$ cat src/common/decoder_pkg.sv
`default_nettype none

package decoder_pkg;

    localparam int INSTR_WIDTH    = 32;
    localparam int DATA_BITS      = 32;
    localparam int REG_ADDR_WIDTH = 5;

    // Instruction field positions
    localparam int RD_LSB     = 0;
    localparam int RS1_LSB    = 5;
    localparam int FUNCT3_LSB = 10;
    localparam int FUNCT4_LSB = 10;
    localparam int RS2_LSB    = 14;
    localparam int OPCODE_LSB = 29;

    typedef logic [INSTR_WIDTH-1:0]    instr_t;
    typedef logic [DATA_BITS-1:0]      data_t;
    typedef logic [REG_ADDR_WIDTH-1:0] reg_addr_t;

    // Class field, code 6 is unused
    typedef enum logic [2:0] {
        OP_R      = 3'd0,
        OP_I      = 3'd1,
        OP_F      = 3'd2,
        OP_M      = 3'd3,
        OP_UP     = 3'd4,
        OP_SX_SLT = 3'd5,
        OP_J      = 3'd7
    } opcode_t;

    typedef enum logic [5:0] {
        NOP, ADD, SUB, MUL, DIV, SLT, SLL, SEQ, SNEZ, MIN, ABS,
        ADDI, MULI, DIVI, SLLI, SEQI,
        FADD, FSUB, FMUL, FDIV, FSLT, FNEG, FEQ, FMIN, FABS,
        FCVT_W_S, FCVT_S_W,
        JAL, BEQZ, BEQO
    } alu_op_t;

    typedef enum logic [1:0] {
        ALU_OUT,
        LSU_OUT,
        IMMEDIATE,
        VECTOR_TO_SCALAR
    } reg_src_t;

    typedef struct packed {
        logic [1:0] float_read;
        logic       float_write;
    } float_sel_t;

    typedef struct packed {
        logic       reg_write;
        logic       mem_read;
        logic       mem_write;
        logic       branch;
        logic       halt;
        logic       scalar;
        reg_src_t   reg_src;
        alu_op_t    alu_op;
        data_t      imm;
        reg_addr_t  rd;
        reg_addr_t  rs1;
        reg_addr_t  rs2;
        float_sel_t float_sel;
        logic       illegal;
    } decoded_t;

    typedef enum logic [2:0] {
        IMM_NONE,
        IMM_I,
        IMM_LOAD,
        IMM_S,
        IMM_B,
        IMM_U,
        IMM_J
    } imm_fmt_t;

    typedef enum logic {
        IDLE,
        ACKED
    } decode_state_t;

    // All zero gives ALU_OUT and NOP
    localparam decoded_t DECODED_RESET = '0;

    function automatic opcode_t get_opcode(instr_t instr);
        return opcode_t'(instr[OPCODE_LSB +: 3]);
    endfunction

    function automatic reg_addr_t get_rd(instr_t instr);
        return instr[RD_LSB +: REG_ADDR_WIDTH];
    endfunction

    function automatic reg_addr_t get_rs1(instr_t instr);
        return instr[RS1_LSB +: REG_ADDR_WIDTH];
    endfunction

    function automatic reg_addr_t get_rs2(instr_t instr);
        return instr[RS2_LSB +: REG_ADDR_WIDTH];
    endfunction

    function automatic logic [2:0] get_funct3(instr_t instr);
        return instr[FUNCT3_LSB +: 3];
    endfunction

    function automatic logic [3:0] get_funct4(instr_t instr);
        return instr[FUNCT4_LSB +: 4];
    endfunction

endpackage

`default_nettype wire

$ cat src/decoder/alu_op_decode.sv
`default_nettype none

module alu_op_decode (
    input  decoder_pkg::opcode_t    opcode,
    input  decoder_pkg::instr_t     instr,
    output decoder_pkg::alu_op_t    alu_op,
    output decoder_pkg::float_sel_t float_sel,
    output logic                    valid
);

    logic [3:0] funct4;
    logic [2:0] funct3;

    assign funct4 = decoder_pkg::get_funct4(instr);
    assign funct3 = decoder_pkg::get_funct3(instr);

    always_comb begin
        alu_op    = decoder_pkg::NOP;
        float_sel = '0;
        valid     = 1'b1;
        case (opcode)
            decoder_pkg::OP_R: begin
                case (funct4)
                    4'd0:    alu_op = decoder_pkg::ADD;
                    4'd1:    alu_op = decoder_pkg::SUB;
                    4'd2:    alu_op = decoder_pkg::MUL;
                    4'd3:    alu_op = decoder_pkg::DIV;
                    4'd4:    alu_op = decoder_pkg::SLT;
                    4'd5:    alu_op = decoder_pkg::SLL;
                    4'd6:    alu_op = decoder_pkg::SEQ;
                    4'd7:    alu_op = decoder_pkg::SNEZ;
                    4'd8:    alu_op = decoder_pkg::MIN;
                    4'd9:    alu_op = decoder_pkg::ABS;
                    default: valid  = 1'b0;
                endcase
            end
            decoder_pkg::OP_I: begin
                case (funct4)
                    4'd0:    alu_op = decoder_pkg::ADDI;
                    4'd2:    alu_op = decoder_pkg::MULI;
                    4'd3:    alu_op = decoder_pkg::DIVI;
                    4'd10:   alu_op = decoder_pkg::SLLI;
                    4'd11:   alu_op = decoder_pkg::SEQI;
                    default: valid  = 1'b0;
                endcase
            end
            decoder_pkg::OP_F: begin
                // Compares and float-to-int write the integer file
                case (funct4)
                    4'd0:    begin alu_op = decoder_pkg::FADD;     float_sel = 3'b111; end
                    4'd1:    begin alu_op = decoder_pkg::FSUB;     float_sel = 3'b111; end
                    4'd2:    begin alu_op = decoder_pkg::FMUL;     float_sel = 3'b111; end
                    4'd3:    begin alu_op = decoder_pkg::FDIV;     float_sel = 3'b111; end
                    4'd4:    begin alu_op = decoder_pkg::FSLT;     float_sel = 3'b110; end
                    4'd5:    begin alu_op = decoder_pkg::FNEG;     float_sel = 3'b011; end
                    4'd6:    begin alu_op = decoder_pkg::FEQ;      float_sel = 3'b110; end
                    4'd7:    begin alu_op = decoder_pkg::FMIN;     float_sel = 3'b111; end
                    4'd8:    begin alu_op = decoder_pkg::FABS;     float_sel = 3'b011; end
                    4'd9:    begin alu_op = decoder_pkg::FCVT_W_S; float_sel = 3'b010; end
                    4'd10:   begin alu_op = decoder_pkg::FCVT_S_W; float_sel = 3'b011; end
                    default: valid = 1'b0;
                endcase
            end
            decoder_pkg::OP_M: begin
                // Effective address is base plus offset
                alu_op = decoder_pkg::ADDI;
            end
            decoder_pkg::OP_SX_SLT: begin
                if (funct4 == 4'd0) begin
                    alu_op = decoder_pkg::SLT;
                end else begin
                    valid = 1'b0;
                end
            end
            decoder_pkg::OP_J: begin
                case (funct3)
                    3'd0:    alu_op = decoder_pkg::JAL;
                    3'd1:    alu_op = decoder_pkg::BEQZ;
                    3'd2:    alu_op = decoder_pkg::BEQO;
                    3'd7:    alu_op = decoder_pkg::NOP;  // EXIT
                    default: valid  = 1'b0;
                endcase
            end
            default: begin
                alu_op = decoder_pkg::NOP;
            end
        endcase
    end

endmodule

`default_nettype wire

$ cat src/decoder/control_decode.sv
`default_nettype none

module control_decode (
    input  logic                    clk,
    input  logic                    reset,
    input  logic                    capture,
    input  decoder_pkg::instr_t     instr,
    input  decoder_pkg::data_t      imm,
    input  decoder_pkg::alu_op_t    alu_op,
    input  decoder_pkg::float_sel_t float_sel,
    input  logic                    op_valid,
    output decoder_pkg::imm_fmt_t   imm_fmt,
    output decoder_pkg::opcode_t    opcode,
    output decoder_pkg::decoded_t   decoded
);

    logic [2:0]            funct3;
    logic                  mem_ok;
    decoder_pkg::decoded_t rec;

    assign opcode = decoder_pkg::get_opcode(instr);
    assign funct3 = decoder_pkg::get_funct3(instr);

    // Immediate layout per class
    always_comb begin
        imm_fmt = decoder_pkg::IMM_NONE;
        case (opcode)
            decoder_pkg::OP_I:  imm_fmt = decoder_pkg::IMM_I;
            decoder_pkg::OP_M:  imm_fmt = funct3[0] ? decoder_pkg::IMM_S : decoder_pkg::IMM_LOAD;
            decoder_pkg::OP_UP: imm_fmt = decoder_pkg::IMM_U;
            decoder_pkg::OP_J: begin
                if (funct3 == 3'd0) begin
                    imm_fmt = decoder_pkg::IMM_J;
                end else if (funct3 == 3'd1 || funct3 == 3'd2) begin
                    imm_fmt = decoder_pkg::IMM_B;
                end
            end
            default: imm_fmt = decoder_pkg::IMM_NONE;
        endcase
    end

    always_comb begin
        rec           = decoder_pkg::DECODED_RESET;
        rec.alu_op    = alu_op;
        rec.float_sel = float_sel;
        rec.imm       = imm;
        mem_ok        = 1'b1;
        case (opcode)
            decoder_pkg::OP_R, decoder_pkg::OP_F: begin
                rec.rd        = decoder_pkg::get_rd(instr);
                rec.rs1       = decoder_pkg::get_rs1(instr);
                rec.rs2       = decoder_pkg::get_rs2(instr);
                rec.reg_write = 1'b1;
                rec.scalar    = instr[28];
            end
            decoder_pkg::OP_I: begin
                rec.rd        = decoder_pkg::get_rd(instr);
                rec.rs1       = decoder_pkg::get_rs1(instr);
                rec.reg_write = 1'b1;
                rec.scalar    = instr[28];
            end
            decoder_pkg::OP_M: begin
                rec.rs1    = decoder_pkg::get_rs1(instr);
                rec.scalar = instr[13];
                case (funct3)
                    3'd0, 3'd2: begin
                        // LW and FLW
                        rec.rd                    = decoder_pkg::get_rd(instr);
                        rec.reg_write             = 1'b1;
                        rec.reg_src               = decoder_pkg::LSU_OUT;
                        rec.mem_read              = 1'b1;
                        rec.float_sel.float_write = funct3[1];
                    end
                    3'd1, 3'd3: begin
                        // SW and FSW, store data may be float
                        rec.rs2                  = decoder_pkg::get_rs2(instr);
                        rec.mem_write            = 1'b1;
                        rec.float_sel.float_read = {funct3[1], 1'b0};
                    end
                    default: mem_ok = 1'b0;
                endcase
            end
            decoder_pkg::OP_UP: begin
                rec.rd        = decoder_pkg::get_rd(instr);
                rec.reg_write = 1'b1;
                rec.reg_src   = decoder_pkg::IMMEDIATE;
                rec.scalar    = instr[5];
            end
            decoder_pkg::OP_SX_SLT: begin
                rec.rd        = decoder_pkg::get_rd(instr);
                rec.rs1       = decoder_pkg::get_rs1(instr);
                rec.rs2       = decoder_pkg::get_rs2(instr);
                rec.reg_write = 1'b1;
                rec.reg_src   = decoder_pkg::VECTOR_TO_SCALAR;
            end
            decoder_pkg::OP_J: begin
                rec.scalar = 1'b1;
                if (funct3 == 3'd1 || funct3 == 3'd2) begin
                    rec.rs1    = decoder_pkg::get_rs1(instr);
                    rec.rs2    = decoder_pkg::get_rs2(instr);
                    rec.branch = 1'b1;
                end
                rec.halt = (funct3 == 3'd7);
            end
            default: begin
                // Unknown class decodes as a no-op
                rec = decoder_pkg::DECODED_RESET;
            end
        endcase
    end

    always_ff @(posedge clk) begin
        if (reset) begin
            decoded <= decoder_pkg::DECODED_RESET;
        end else if (capture) begin
            if (!op_valid || !mem_ok) begin
                decoded         <= decoder_pkg::DECODED_RESET;
                decoded.illegal <= 1'b1;
            end else begin
                decoded <= rec;
            end
        end
    end

endmodule

`default_nettype wire

$ cat src/decoder/decode_ctrl.sv
`default_nettype none

module decode_ctrl (
    input  logic clk,
    input  logic reset,
    input  logic req,
    output logic ack,
    output logic capture
);

    decoder_pkg::decode_state_t state;
    decoder_pkg::decode_state_t state_next;

    // Four-phase handshake, one decode per req pulse
    always_comb begin
        state_next = state;
        case (state)
            decoder_pkg::IDLE: begin
                if (req) begin
                    state_next = decoder_pkg::ACKED;
                end
            end
            decoder_pkg::ACKED: begin
                // Hold ack until the requester lets go
                if (!req) begin
                    state_next = decoder_pkg::IDLE;
                end
            end
            default: begin
                state_next = decoder_pkg::IDLE;
            end
        endcase
    end

    always_ff @(posedge clk) begin
        if (reset) begin
            state <= decoder_pkg::IDLE;
        end else begin
            state <= state_next;
        end
    end

    // Strobe only on the IDLE to ACKED step
    assign capture = (state == decoder_pkg::IDLE) && req;

    assign ack = (state == decoder_pkg::ACKED);

endmodule

`default_nettype wire

$ cat src/decoder/gpu_decoder.sv
`default_nettype none

module gpu_decoder #(
    parameter int DATA_WIDTH = 32
) (
    input  logic                  clk,
    input  logic                  reset,
    input  logic                  req,
    output logic                  ack,
    input  decoder_pkg::instr_t   instr,
    output decoder_pkg::decoded_t decoded
);

    logic                    capture;
    logic                    op_valid;
    decoder_pkg::imm_fmt_t   imm_fmt;
    decoder_pkg::opcode_t    opcode;
    decoder_pkg::data_t      imm;
    decoder_pkg::alu_op_t    alu_op;
    decoder_pkg::float_sel_t float_sel;

    decode_ctrl u_decode_ctrl (
        .clk     (clk),
        .reset   (reset),
        .req     (req),
        .ack     (ack),
        .capture (capture)
    );

    imm_gen #(
        .DATA_WIDTH (DATA_WIDTH)
    ) u_imm_gen (
        .instr (instr),
        .fmt   (imm_fmt),
        .imm   (imm)
    );

    alu_op_decode u_alu_op_decode (
        .opcode    (opcode),
        .instr     (instr),
        .alu_op    (alu_op),
        .float_sel (float_sel),
        .valid     (op_valid)
    );

    control_decode u_control_decode (
        .clk       (clk),
        .reset     (reset),
        .capture   (capture),
        .instr     (instr),
        .imm       (imm),
        .alu_op    (alu_op),
        .float_sel (float_sel),
        .op_valid  (op_valid),
        .imm_fmt   (imm_fmt),
        .opcode    (opcode),
        .decoded   (decoded)
    );

endmodule

`default_nettype wire

$ cat src/decoder/imm_gen.sv
`default_nettype none

module imm_gen #(
    parameter int DATA_WIDTH = 32
) (
    input  decoder_pkg::instr_t   instr,
    input  decoder_pkg::imm_fmt_t fmt,
    output decoder_pkg::data_t    imm
);

    logic signed [13:0] i_field;
    logic signed [14:0] load_field;
    logic signed [14:0] s_field;
    logic signed [15:0] b_field;
    logic signed [25:0] j_field;
    logic        [31:0] u_field;
    logic [DATA_WIDTH-1:0] imm_wide;

    assign i_field    = instr[27:14];
    assign load_field = instr[28:14];
    assign s_field    = {instr[28:19], instr[4:0]};
    assign b_field    = {instr[28:19], instr[13], instr[4:0]};
    assign j_field    = {instr[28:13], instr[9:0]};

    // Upper immediate, low twelve bits cleared
    assign u_field = {instr[28:9], 12'b0};

    // Signed casts sign-extend to the datapath width
    always_comb begin
        imm_wide = '0;
        case (fmt)
            decoder_pkg::IMM_I:    imm_wide = DATA_WIDTH'(i_field);
            decoder_pkg::IMM_LOAD: imm_wide = DATA_WIDTH'(load_field);
            decoder_pkg::IMM_S:    imm_wide = DATA_WIDTH'(s_field);
            decoder_pkg::IMM_B:    imm_wide = DATA_WIDTH'(b_field);
            decoder_pkg::IMM_J:    imm_wide = DATA_WIDTH'(j_field);
            decoder_pkg::IMM_U:    imm_wide[31:0] = u_field;
            default:               imm_wide = '0;
        endcase
    end

    assign imm = imm_wide[decoder_pkg::DATA_BITS-1:0];

endmodule

`default_nettype wire

$ cat config.mk
export PLATFORM = sky130hd
export DESIGN_NAME = gpu_decoder
export DESIGN_NICKNAME = d
export VERILOG_FILES = /design/src/common/decoder_pkg.sv /design/src/decoder/alu_op_decode.sv /design/src/decoder/control_decode.sv /design/src/decoder/decode_ctrl.sv /design/src/decoder/gpu_decoder.sv /design/src/decoder/imm_gen.sv
export SDC_FILE = /design/constraint.sdc
export NUM_CORES = 1
export LEC_CHECK = 0
export BUFFER_PORTS_ARGS = -buffer_cell sky130_fd_sc_hd__buf_2
export CAP_MARGIN = 20
export CORE_ASPECT_RATIO = 1.1
export CORE_MARGIN = 5
export CORE_UTILIZATION = 40
export CTS_BUF_LIST = sky130_fd_sc_hd__clkbuf_8
export DETAILED_ROUTE_END_ITERATION = 6
export SETUP_SLACK_MARGIN = 0.1
export SYNTH_ARGS = -nofsm -noshare
export SYNTH_HDL_FRONTEND = slang
export SYNTH_SLANG_ARGS = --single-unit
$ cat constraint.sdc
create_clock -name clk -period 4.55 [get_ports clk]
set_input_delay 0.91 -clock clk [delete_from_list [all_inputs] [get_ports clk]]
set_output_delay 0.91 -clock clk [all_outputs]
set_load 0.01 [all_outputs]
-- After elaboration in Yosys (flattened, before gate mapping)
Cells that the tools add are included.
- reduce and logical (&&, ||, !) cells: 24
- equal/unequal tests: 27
- bitwise operators: 1
- muxes and demuxes: 41
- operator list (cell ; number):
    $pmux 32 s6 ; 1
    $mux 65 ; 1
    $pmux 5 s11 ; 1
    $pmux 4 s10 ; 1
    $mux 38 ; 1
    $pmux 6 s6 ; 1
    $pmux 5 s3 ; 2
    $pmux 3 s4 ; 2
    $eq 3x3->1 const B ; 7
    $pmux 4 s5 ; 1
    $pmux 5 s2 ; 2
    $reduce_or 5->1 ; 4
    $eq 3x2->1 const B ; 6
    $eq 4x3->1 const B ; 4
    $eq 4x4->1 const B ; 4
    $mux 1 ; 13
    $mux 3 ; 4
    $reduce_or 11->1 ; 1
    $mux 10 ; 1
    $reduce_or 10->1 ; 1
    $eq 3x1->1 const B ; 3
    $reduce_or 3->1 ; 3
    $eq 4x2->1 const B ; 2
    $reduce_or 4->1 ; 2
    other kinds (18) ; 25
- logic and storage cells: 109
- output and inout bits: 66
- bits in registers: 66

-- Depth between registers and ports, before layout
Gate-level depths: netlist (run 1).
- word-level depth: 9
- gate-level depth with buffers: 7
- gate-level depth less buffers: 5

-- Cells and area by module
Synthesis (run 1) repeated with hierarchy kept, for this count alone.
- cells, all modules: 415
- area total of the unflattened synthesis: 3617.2 sq um
- modules (own cells, without submodules) (module ; area an instance (sq um) ; instances ; cells each ; sequential area each (sq um)):
    control_decode ; 2361.0 ; 1 ; 219 ; 1301.2
    imm_gen ; 764.5 ; 1 ; 118 ; 0.0
    alu_op_decode ; 444.2 ; 1 ; 75 ; 0.0
    decode_ctrl ; 47.5 ; 1 ; 3 ; 20.0

-- Worst setup path before layout (run 1)
OpenSTA, ideal clock, no wires.
- kind: input to register
- start: input port instr[31]
- end: register, netlist name u_control_decode.decoded[10]
- library setup time: 117 ps
- path buffers: 3
- setup slack: 2327 ps
- arrival: 2105 ps
- required time: 4433 ps
- stages: 5
- cells stage by stage: buf_4 buf_4 buf_2 or3b_2 a32o_1
- longest elaborated chain between the ends: 5
- RTL lines (item ; RTL line ; RTL):
    from (decl) ; gpu_decoder.sv:10 ; input decoder_pkg::instr_t instr,
    $eq 3x3->1 (tied with other cells) ; alu_op_decode.sv:21, control_decode.sv:48 ;
    $pmux 1 s5 or $mux 1 (tied branches) ; alu_op_decode.sv:21, control_decode.sv:48 ;
    $logic_not 1->1 ; control_decode.sv:116 ; if (!op_valid || !mem_ok) begin
    $logic_or 1x1->1 ; control_decode.sv:116 ;
    $mux 65 * ; control_decode.sv:116 ;
Mark *: on every way between the ends. The rest lies on a longest branch, timed or not.
A chain may end at the register's enable or synchronous reset.

-- Worst setup path after layout (run 1)
- start: input port instr[31]
- end: register, netlist name u_control_decode.decoded[16]
- longest elaborated chain between the ends: 5
- RTL lines (item ; RTL line ; RTL):
    $eq 3x3->1 (tied with other cells) ; alu_op_decode.sv:21 ; case (opcode)
    $pmux 1 s5 or $mux 1 (tied branches) ; alu_op_decode.sv:21, control_decode.sv:48 ;
    $logic_not 1->1 ; control_decode.sv:116 ;
    $logic_or 1x1->1 ; control_decode.sv:116 ;
    $mux 65 * ; control_decode.sv:116 ;
Marked as above.

==> flow_summary.toml, run 1 <==
[status]
status = "complete, no violations"

[routing]
wl_met2_um = 4970
highest_layer = "met4"
dr_wl_met3_um = 741
drc = 0
viasPerCell = 5.89
routedWlPerCell_um = 18.5
dr.first_iter.drc_count = 229
wl_met1_um = 4350
drt_pass1_iterations = 5
wirelength_um = 10200
vias = 3254
ant_nets = 0

[timing]
slew_headroom = 0.462
worst_slack_ps = 1900
fmax_mhz = 378
hold_viol = 0
fin_crit_ps = 2650
tightestPinTransition_ps = 799
drv_slew = 0
finalCritPeriodShare = 0.582
finalSetupTns_ps = 0
grt_setup_unrepaired = "no"
hold_ws_ps = 448
setup_viol = 0
fin_skew_ps = 9.39

[floorplan]
start_util = 0.411
die_width_um = 96.2
core_mm2 = 0.00796
dieArea_mm2 = 0.0101
core.rowCount = 34
die_y_um = 105
io_pins = 101

[global_route]
grt_pass1_vias = 3112
gr-total-overflow = 0
grt_start_max_net_pins = 37
antenna_found_initial = 0
grt_pass1_wl_um = 16400
track_usage = 0.207

[cts]
clockBufferDepth = 2
clkSlewWorstSetupHoldPaths_ps = 80
cts_tree = "built"
cts_resized = 0
cts_hold_buf = 0
post_cts_buffers = 0
cts_buffers = 9
htree_levels = 3
cts.sinks = 65
clockRootBuffer = "clkbuf_8"
clock_latency_ps = 340

[cells_and_area]
fin_nets = 474
drive_above_1_share = 0.356
areaGrowthSynthToFinish_pct = 22.0
fin_cells = 552
final_common_cell = "buf_2"
mostFrequentLayoutCells = "99 x buf_2, 65 x dfxtp_1, 47 x nand2_1"
diodes = 0

[setup_path]
cp_slowest_cell = "a21oi_2"
r2r_cells = 5
worst_r2r_startpoint = "u_decode_ctrl.ack$_SDFF_PP0_"
regToRegSetupSlack_ps = 2540
r2r_end = "u_control_decode.decoded[16]$_SDFFE_PP0P_"
crit_type = "in2reg"
crit_path_end_kind = "register"
crit_arrival_ps = 2940
crit_path_start_kind = "primary input"
crit_path_max_incr_delay_ps = 480
cp_cell_sequence = "buf_2 -> nand4b_4 -> nor3b_4 -> o41ai_2 -> a21oi_2 -> a32o_1"
required_ps = 4850
critPathMaxFanout = 30

[placed_design]
dpl.cell_count = 535
port_buffers = 99
place.gp.congestion = 0.945
dpl.hpwl_um = 7380
post-place-ws_ps = 1600

[power]
combPwrFrac = 0.153
seqPwrFrac = 0.437
intPower_mw = 0.984
powerDensity_mw_per_mm2 = 342
clock_power_share = 0.410
vdd_drop_max_mv = 0.167
p_leak_nw = 1.69
p_switching_mw = 0.380
swShare = 0.278

[synthesis]
syn_area_mm2 = 0.00327
postSynth.asyncResetShare = 0
synth_compound_area_frac = 0.364
seq_area_frac_synth = 0.398
avgSynthCellArea_um2 = 9.15
synth_top_family_by_area = "compound AO/OA/AOI/OAI gates"
synthSimpleGateAreaFrac = 0.169
synth_xor_area_frac = 0.00268
synth_top_area_cell = "dfxtp_1"
syn-instance-count = 357
synthAdderAreaFrac = 0
synth_edf_count = 0
yosysWarnings = 0
synth_fp_nets = 392
ys_types = 64
ys_ff_latch = 65
synth_area_leaders = "dfxtp_1 40%, o21ai_2 7.2%, nand2_1 5.4%, a32o_1 4.6%, a22o_1 4.0%"
synth_top_flop_cell = "dfxtp_1"
synthMuxAreaShare = 0.00307
yosysTopAreaCellShare = 0.398

[flow_run]
maxCapViolCount = 0

[hold_path]
min_from = "u_control_decode.decoded[48]$_SDFFE_PP0P_"
holdPathEnd = "u_control_decode.decoded[48]$_SDFFE_PP0P_"
hp-class = "reg2reg"
worstHoldPathCells = 2
==> cell families (layout without fill, tap and decap cells) <==
group | after synthesis | count (layout)
XOR/XNOR | 1 | 1
AND/OR/NAND/NOR | 106 | 106
flip-flops | 65 | 65
multiplexers | 1 | 1
AO/OA/AOI/OAI | 147 | 147
other | 1 | 1
buffers and inverters | 36 | 123
==> through the flow <==
step | power (mW) | util | instance area, µm²
after floorplan | 0.744 | - | 3270
after global placement | 0.814 | 0.471 | 3740
after detailed placement | 0.816 | 0.471 | 3740
after CTS | 1.37 | 0.499 | 3970
after global routing | 1.42 | 0.501 | 3980
final | 1.36 | 0.501 | 3980
==> state kept, by name, summed over array words and instances, names as in the netlist <==
signal                    cells
u_control_decode.decoded     64
u_decode_ctrl.ack             1
==> synth_stat cells (3+ instances only) <==
| library cell | instances |
|---|---|
| nand2b_1 | 4 |
| a221oi_1 | 12 |
| nor2_1 | 16 |
| nand2_1 | 47 |
| clkbuf_1 | 10 |
| buf_2 | 10 |
| o21ai_0 | 8 |
| buf_4 | 8 |
| dfxtp_1 | 65 |
| a21oi_1 | 20 |
| o21ai_2 | 27 |
| a22oi_1 | 7 |
| nand4_1 | 3 |
| inv_1 | 5 |
| a222oi_1 | 8 |
| o211ai_1 | 4 |
| buf_6 | 3 |
| o21ai_1 | 3 |
| nor2b_1 | 9 |
| a32o_1 | 15 |
| a22o_1 | 15 |
| nand3_1 | 6 |
==> how the worst max path moves through the flow <==
| stage | from | to | slack [ps] |
|---|---|---|---|
| global placement | instr[31] | u_control_decode.decoded[57]$_SDFFE_PP0P_ | 1650 |
| finish | instr[31] | u_control_decode.decoded[16]$_SDFFE_PP0P_ | 1900 |
| global route | instr[31] | u_control_decode.decoded[11]$_SDFFE_PP0P_ | 1780 |
| CTS | instr[31] | u_control_decode.decoded[57]$_SDFFE_PP0P_ | 1960 |
| detailed placement | instr[31] | u_control_decode.decoded[16]$_SDFFE_PP0P_ | 1600 |
| floorplan | instr[31] | u_control_decode.decoded[10]$_SDFFE_PP0P_ | 2330 |
==> routing by layer <==
metal | vias up | global-route usage
met4 | 0 | 0.0681
met1 | 1554 | 0.275
met2 | 143 | 0.330
met3 | 16 | 0.0439
met5 | - | 0
li1 | 1541 | -
==> power groups by stage <==
stage | clock network [mW] | logic [mW] | registers (mW)
6_report | 0.559 | 0.208 | 0.596
5_1_grt | 0.590 | 0.227 | 0.598
4_1_cts | 0.569 | 0.207 | 0.596
3_5_place_dp | 0 | 0.206 | 0.610
3_3_place_gp | 0 | 0.205 | 0.609
2_1_floorplan | 0 | 0.127 | 0.617
==> cell type report <==
| cell class | instances | area, µm² |
|---|---|---|
| Tap cell | 108 | 135 |
| Clock buffer | 10 | 138 |
| Sequential cell | 65 | 1300 |
| Clock inverter | 6 | 90.1 |
| Multi-Input combinational cell | 256 | 1780 |
| Timing Repair Buffer | 102 | 522 |
| Inverter | 5 | 18.8 |
| Fill cell | 794 | 3970 |
==> critical path, delay by kind of cell <==
family	cells	cell delay, ps
buffers and inverters	1	400
AOI/OAI and AO/OA	3	940
and+or+nand+nor	2	680
No activity file was read; power rests on OpenSTA's default activity.
==> run 2, diff against run 1 <==
--- a/config.mk
+++ b/config.mk
@@ -5,6 +5,7 @@
 export SDC_FILE = /design/constraint.sdc
 export NUM_CORES = 1
 export LEC_CHECK = 0
+export ABC_AREA = 1
 export BUFFER_PORTS_ARGS = -buffer_cell sky130_fd_sc_hd__buf_2
 export CAP_MARGIN = 20
 export CORE_ASPECT_RATIO = 1.1
==> constraint.sdc (replaced) <==
create_clock -name clk -period 2.5 [get_ports clk]
set_input_delay 0.5 -clock clk [delete_from_list [all_inputs] [get_ports clk]]
set_output_delay 0.5 -clock clk [all_outputs]
set_load 0.01 [all_outputs]
==> run 2 against run 1 <==
Against the previous run: synthesized area rose by 11%; sequential power rose by 81%; largest cell class unchanged; combinational power rose by 110%; die area rose by 9.7%; critical path depth rose by 3; clock power rose by 86%.
==> flow_summary.toml, run 2 <==
[status]
status = "complete, no violations"

[cts]
htree_levels = 3
cts.sinks = 65
cts_buffers = 9
cts_hold_buf = 0
clockBufferDepth = 2
cts_resized = 0
clockRootBuffer = "clkbuf_8"
cts_tree = "built"
clkSlewWorstSetupHoldPaths_ps = 80
post_cts_buffers = 0
clock_latency_ps = 350

[hold_path]
hp-class = "in2reg"
min_from = "reset"
worstHoldPathCells = 2
holdPathEnd = "u_decode_ctrl.ack$_SDFF_PP0_"

[placed_design]
place.gp.congestion = 1.05
port_buffers = 99
dpl.hpwl_um = 9480
post-place-ws_ps = 126

[floorplan]
start_util = 0.408
core_mm2 = 0.00887
die_y_um = 110
core.rowCount = 36
io_pins = 101
dieArea_mm2 = 0.0111
die_width_um = 101

[timing]
worst_slack_ps = 490
slew_headroom = 0.618
grt_setup_unrepaired = "no"
fin_crit_ps = 2010
fmax_mhz = 497
hold_ws_ps = 366
fin_skew_ps = 11.1
finalCritPeriodShare = 0.804
tightestPinTransition_ps = 571
drv_slew = 0
finalSetupTns_ps = 0
hold_viol = 0
setup_viol = 0

[cells_and_area]
nFillCells = 975
fin_nets = 709
largest_reg_flops = 64
areaGrowthSynthToFinish_pct = 24.1
drive_above_1_share = 0.218
mostFrequentLayoutCells = "193 x nand2_1, 107 x nand3_1, 99 x buf_2"
regMostFlops = "u_control_decode.decoded"
final_common_cell = "nand2_1"
diodes = 0

[synthesis]
synthSimpleGateAreaFrac = 0.427
syn-instance-count = 583
synth_edf_count = 0
synthMuxAreaShare = 0
synth_common_cells = "193 x nand2_1, 107 x nand3_1, 71 x a21oi_1"
ys_ff_latch = 65
seq_area_frac_synth = 0.360
synth_compound_area_frac = 0.133
synth_top_area_cell = "dfxtp_1"
synth_most_common_cell = "nand2_1"
syn_area_mm2 = 0.00362
synth_top_flop_cell = "dfxtp_1"
synth_top_family_by_area = "simple AND/OR/NAND/NOR gates"
synth_fp_nets = 618
synth_area_leaders = "dfxtp_1 36%, nand2_1 20%, nand3_1 15%, a21oi_1 9.8%, nor2_1 4.9%"
yosysWarnings = 0
synth_xor_area_frac = 0
synthAdderAreaFrac = 0
yosysTopAreaCellShare = 0.360
avgSynthCellArea_um2 = 6.21
postSynth.asyncResetShare = 0
ys_types = 24

[setup_path]
crit_path_end_kind = "register"
crit_arrival_ps = 2290
r2r_end = "u_control_decode.decoded[19]$_SDFFE_PP0P_"
crit_type = "in2reg"
regToRegSetupSlack_ps = 1140
required_ps = 2780
worst_r2r_startpoint = "u_decode_ctrl.ack$_SDFF_PP0_"
crit_path_start_kind = "primary input"
r2r_cells = 5
critPathMaxFanout = 18

[power]
intPower_mw = 1.80
powerDensity_mw_per_mm2 = 570
clock_power_share = 0.407
seqPwrFrac = 0.420
swShare = 0.298
p_leak_nw = 2.17
p_switching_mw = 0.762
combPwrFrac = 0.173
finalPower_mw = 2.56
vdd_drop_max_mv = 0.303

[global_route]
antenna_found_initial = 0
gr-total-overflow = 0
grt_start_max_net_pins = 64
grt_pass1_wl_um = 20600
track_usage = 0.236
grt_pass1_vias = 4082

[routing]
wirelength_um = 12800
routedWlPerCell_um = 16.1
dr.first_iter.drc_count = 304
viasPerCell = 5.35
ant_nets = 0
drt_pass1_iterations = 7
drc = 0
vias = 4243

[flow_run]
maxCapViolCount = 0
run 2: logic make-up after synthesis:
family | Yosys count
simple gates | 361
compound gates | 92
flops | 65
buf+inv | 64
other cells | 1
run 2: how the worst max path moves through the flow:
stage | from | to | slack, ps | cells after the start
2_1_floorplan | instr[31] | u_control_decode.decoded[34]$_SDFFE_PP0P_ | 620 | 11
3_3_place_gp | instr[30] | u_control_decode.decoded[50]$_SDFFE_PP0P_ | 90 | 9
3_5_place_dp | instr[30] | u_control_decode.decoded[50]$_SDFFE_PP0P_ | 130 | 9
4_1_cts | instr[30] | u_control_decode.decoded[50]$_SDFFE_PP0P_ | 500 | 9
5_1_grt | instr[30] | u_control_decode.decoded[42]$_SDFFE_PP0P_ | 290 | 9
6_report | instr[30] | u_control_decode.decoded[38]$_SDFFE_PP0P_ | 490 | 9
run 2: per-layer routing:
layer	GRT usage	up-vias	share of wire
met5	0	-	0
met4	0.0943	0	0.028
met3	0.0482	26	0.064
met2	0.384	151	0.48
met1	0.304	1963	0.43
li1	-	2103	-
run 2: layout make-up:
class                   instances  area (µm²)  share of cell area
multi-input cells             454        2040               0.455
flip-flops and latches         65        1300               0.290
repair buffers                119         683               0.152
well taps                     114         143              0.0318
clock buffers                  10         138              0.0307
inverters                      25        93.8              0.0209
clock inverters                 6        90.1              0.0201
run 2: critical path, stage by stage:
cell and delay [ps]:
buf_2 240, inv_1 240, nand3_1 210, o21ai_1 100, nor2_2 240, nand3_2 340, nand3_1 180, nand3_1 100
a21oi_1 130
run 2: per-stage QoR:
stage               std cells  instance area (µm²)   util
finish                    793                 4490  0.506
global placement          777                 4260  0.480
CTS                       793                 4490  0.506
detailed placement        777                 4260  0.480
global route              793                 4490  0.506
floorplan                 583                 3620      -
run 2: power by group through the flow:
stage / Combinational [mW] / Clock (mW) / Sequential (mW)
2_1_floorplan: 0.258 / 0 / 1.11
3_3_place_gp: 0.443 / 0 / 1.10
3_5_place_dp: 0.439 / 0 / 1.10
4_1_cts: 0.441 / 1.07 / 1.08
5_1_grt: 0.492 / 1.11 / 1.08
6_report: 0.442 / 1.04 / 1.08
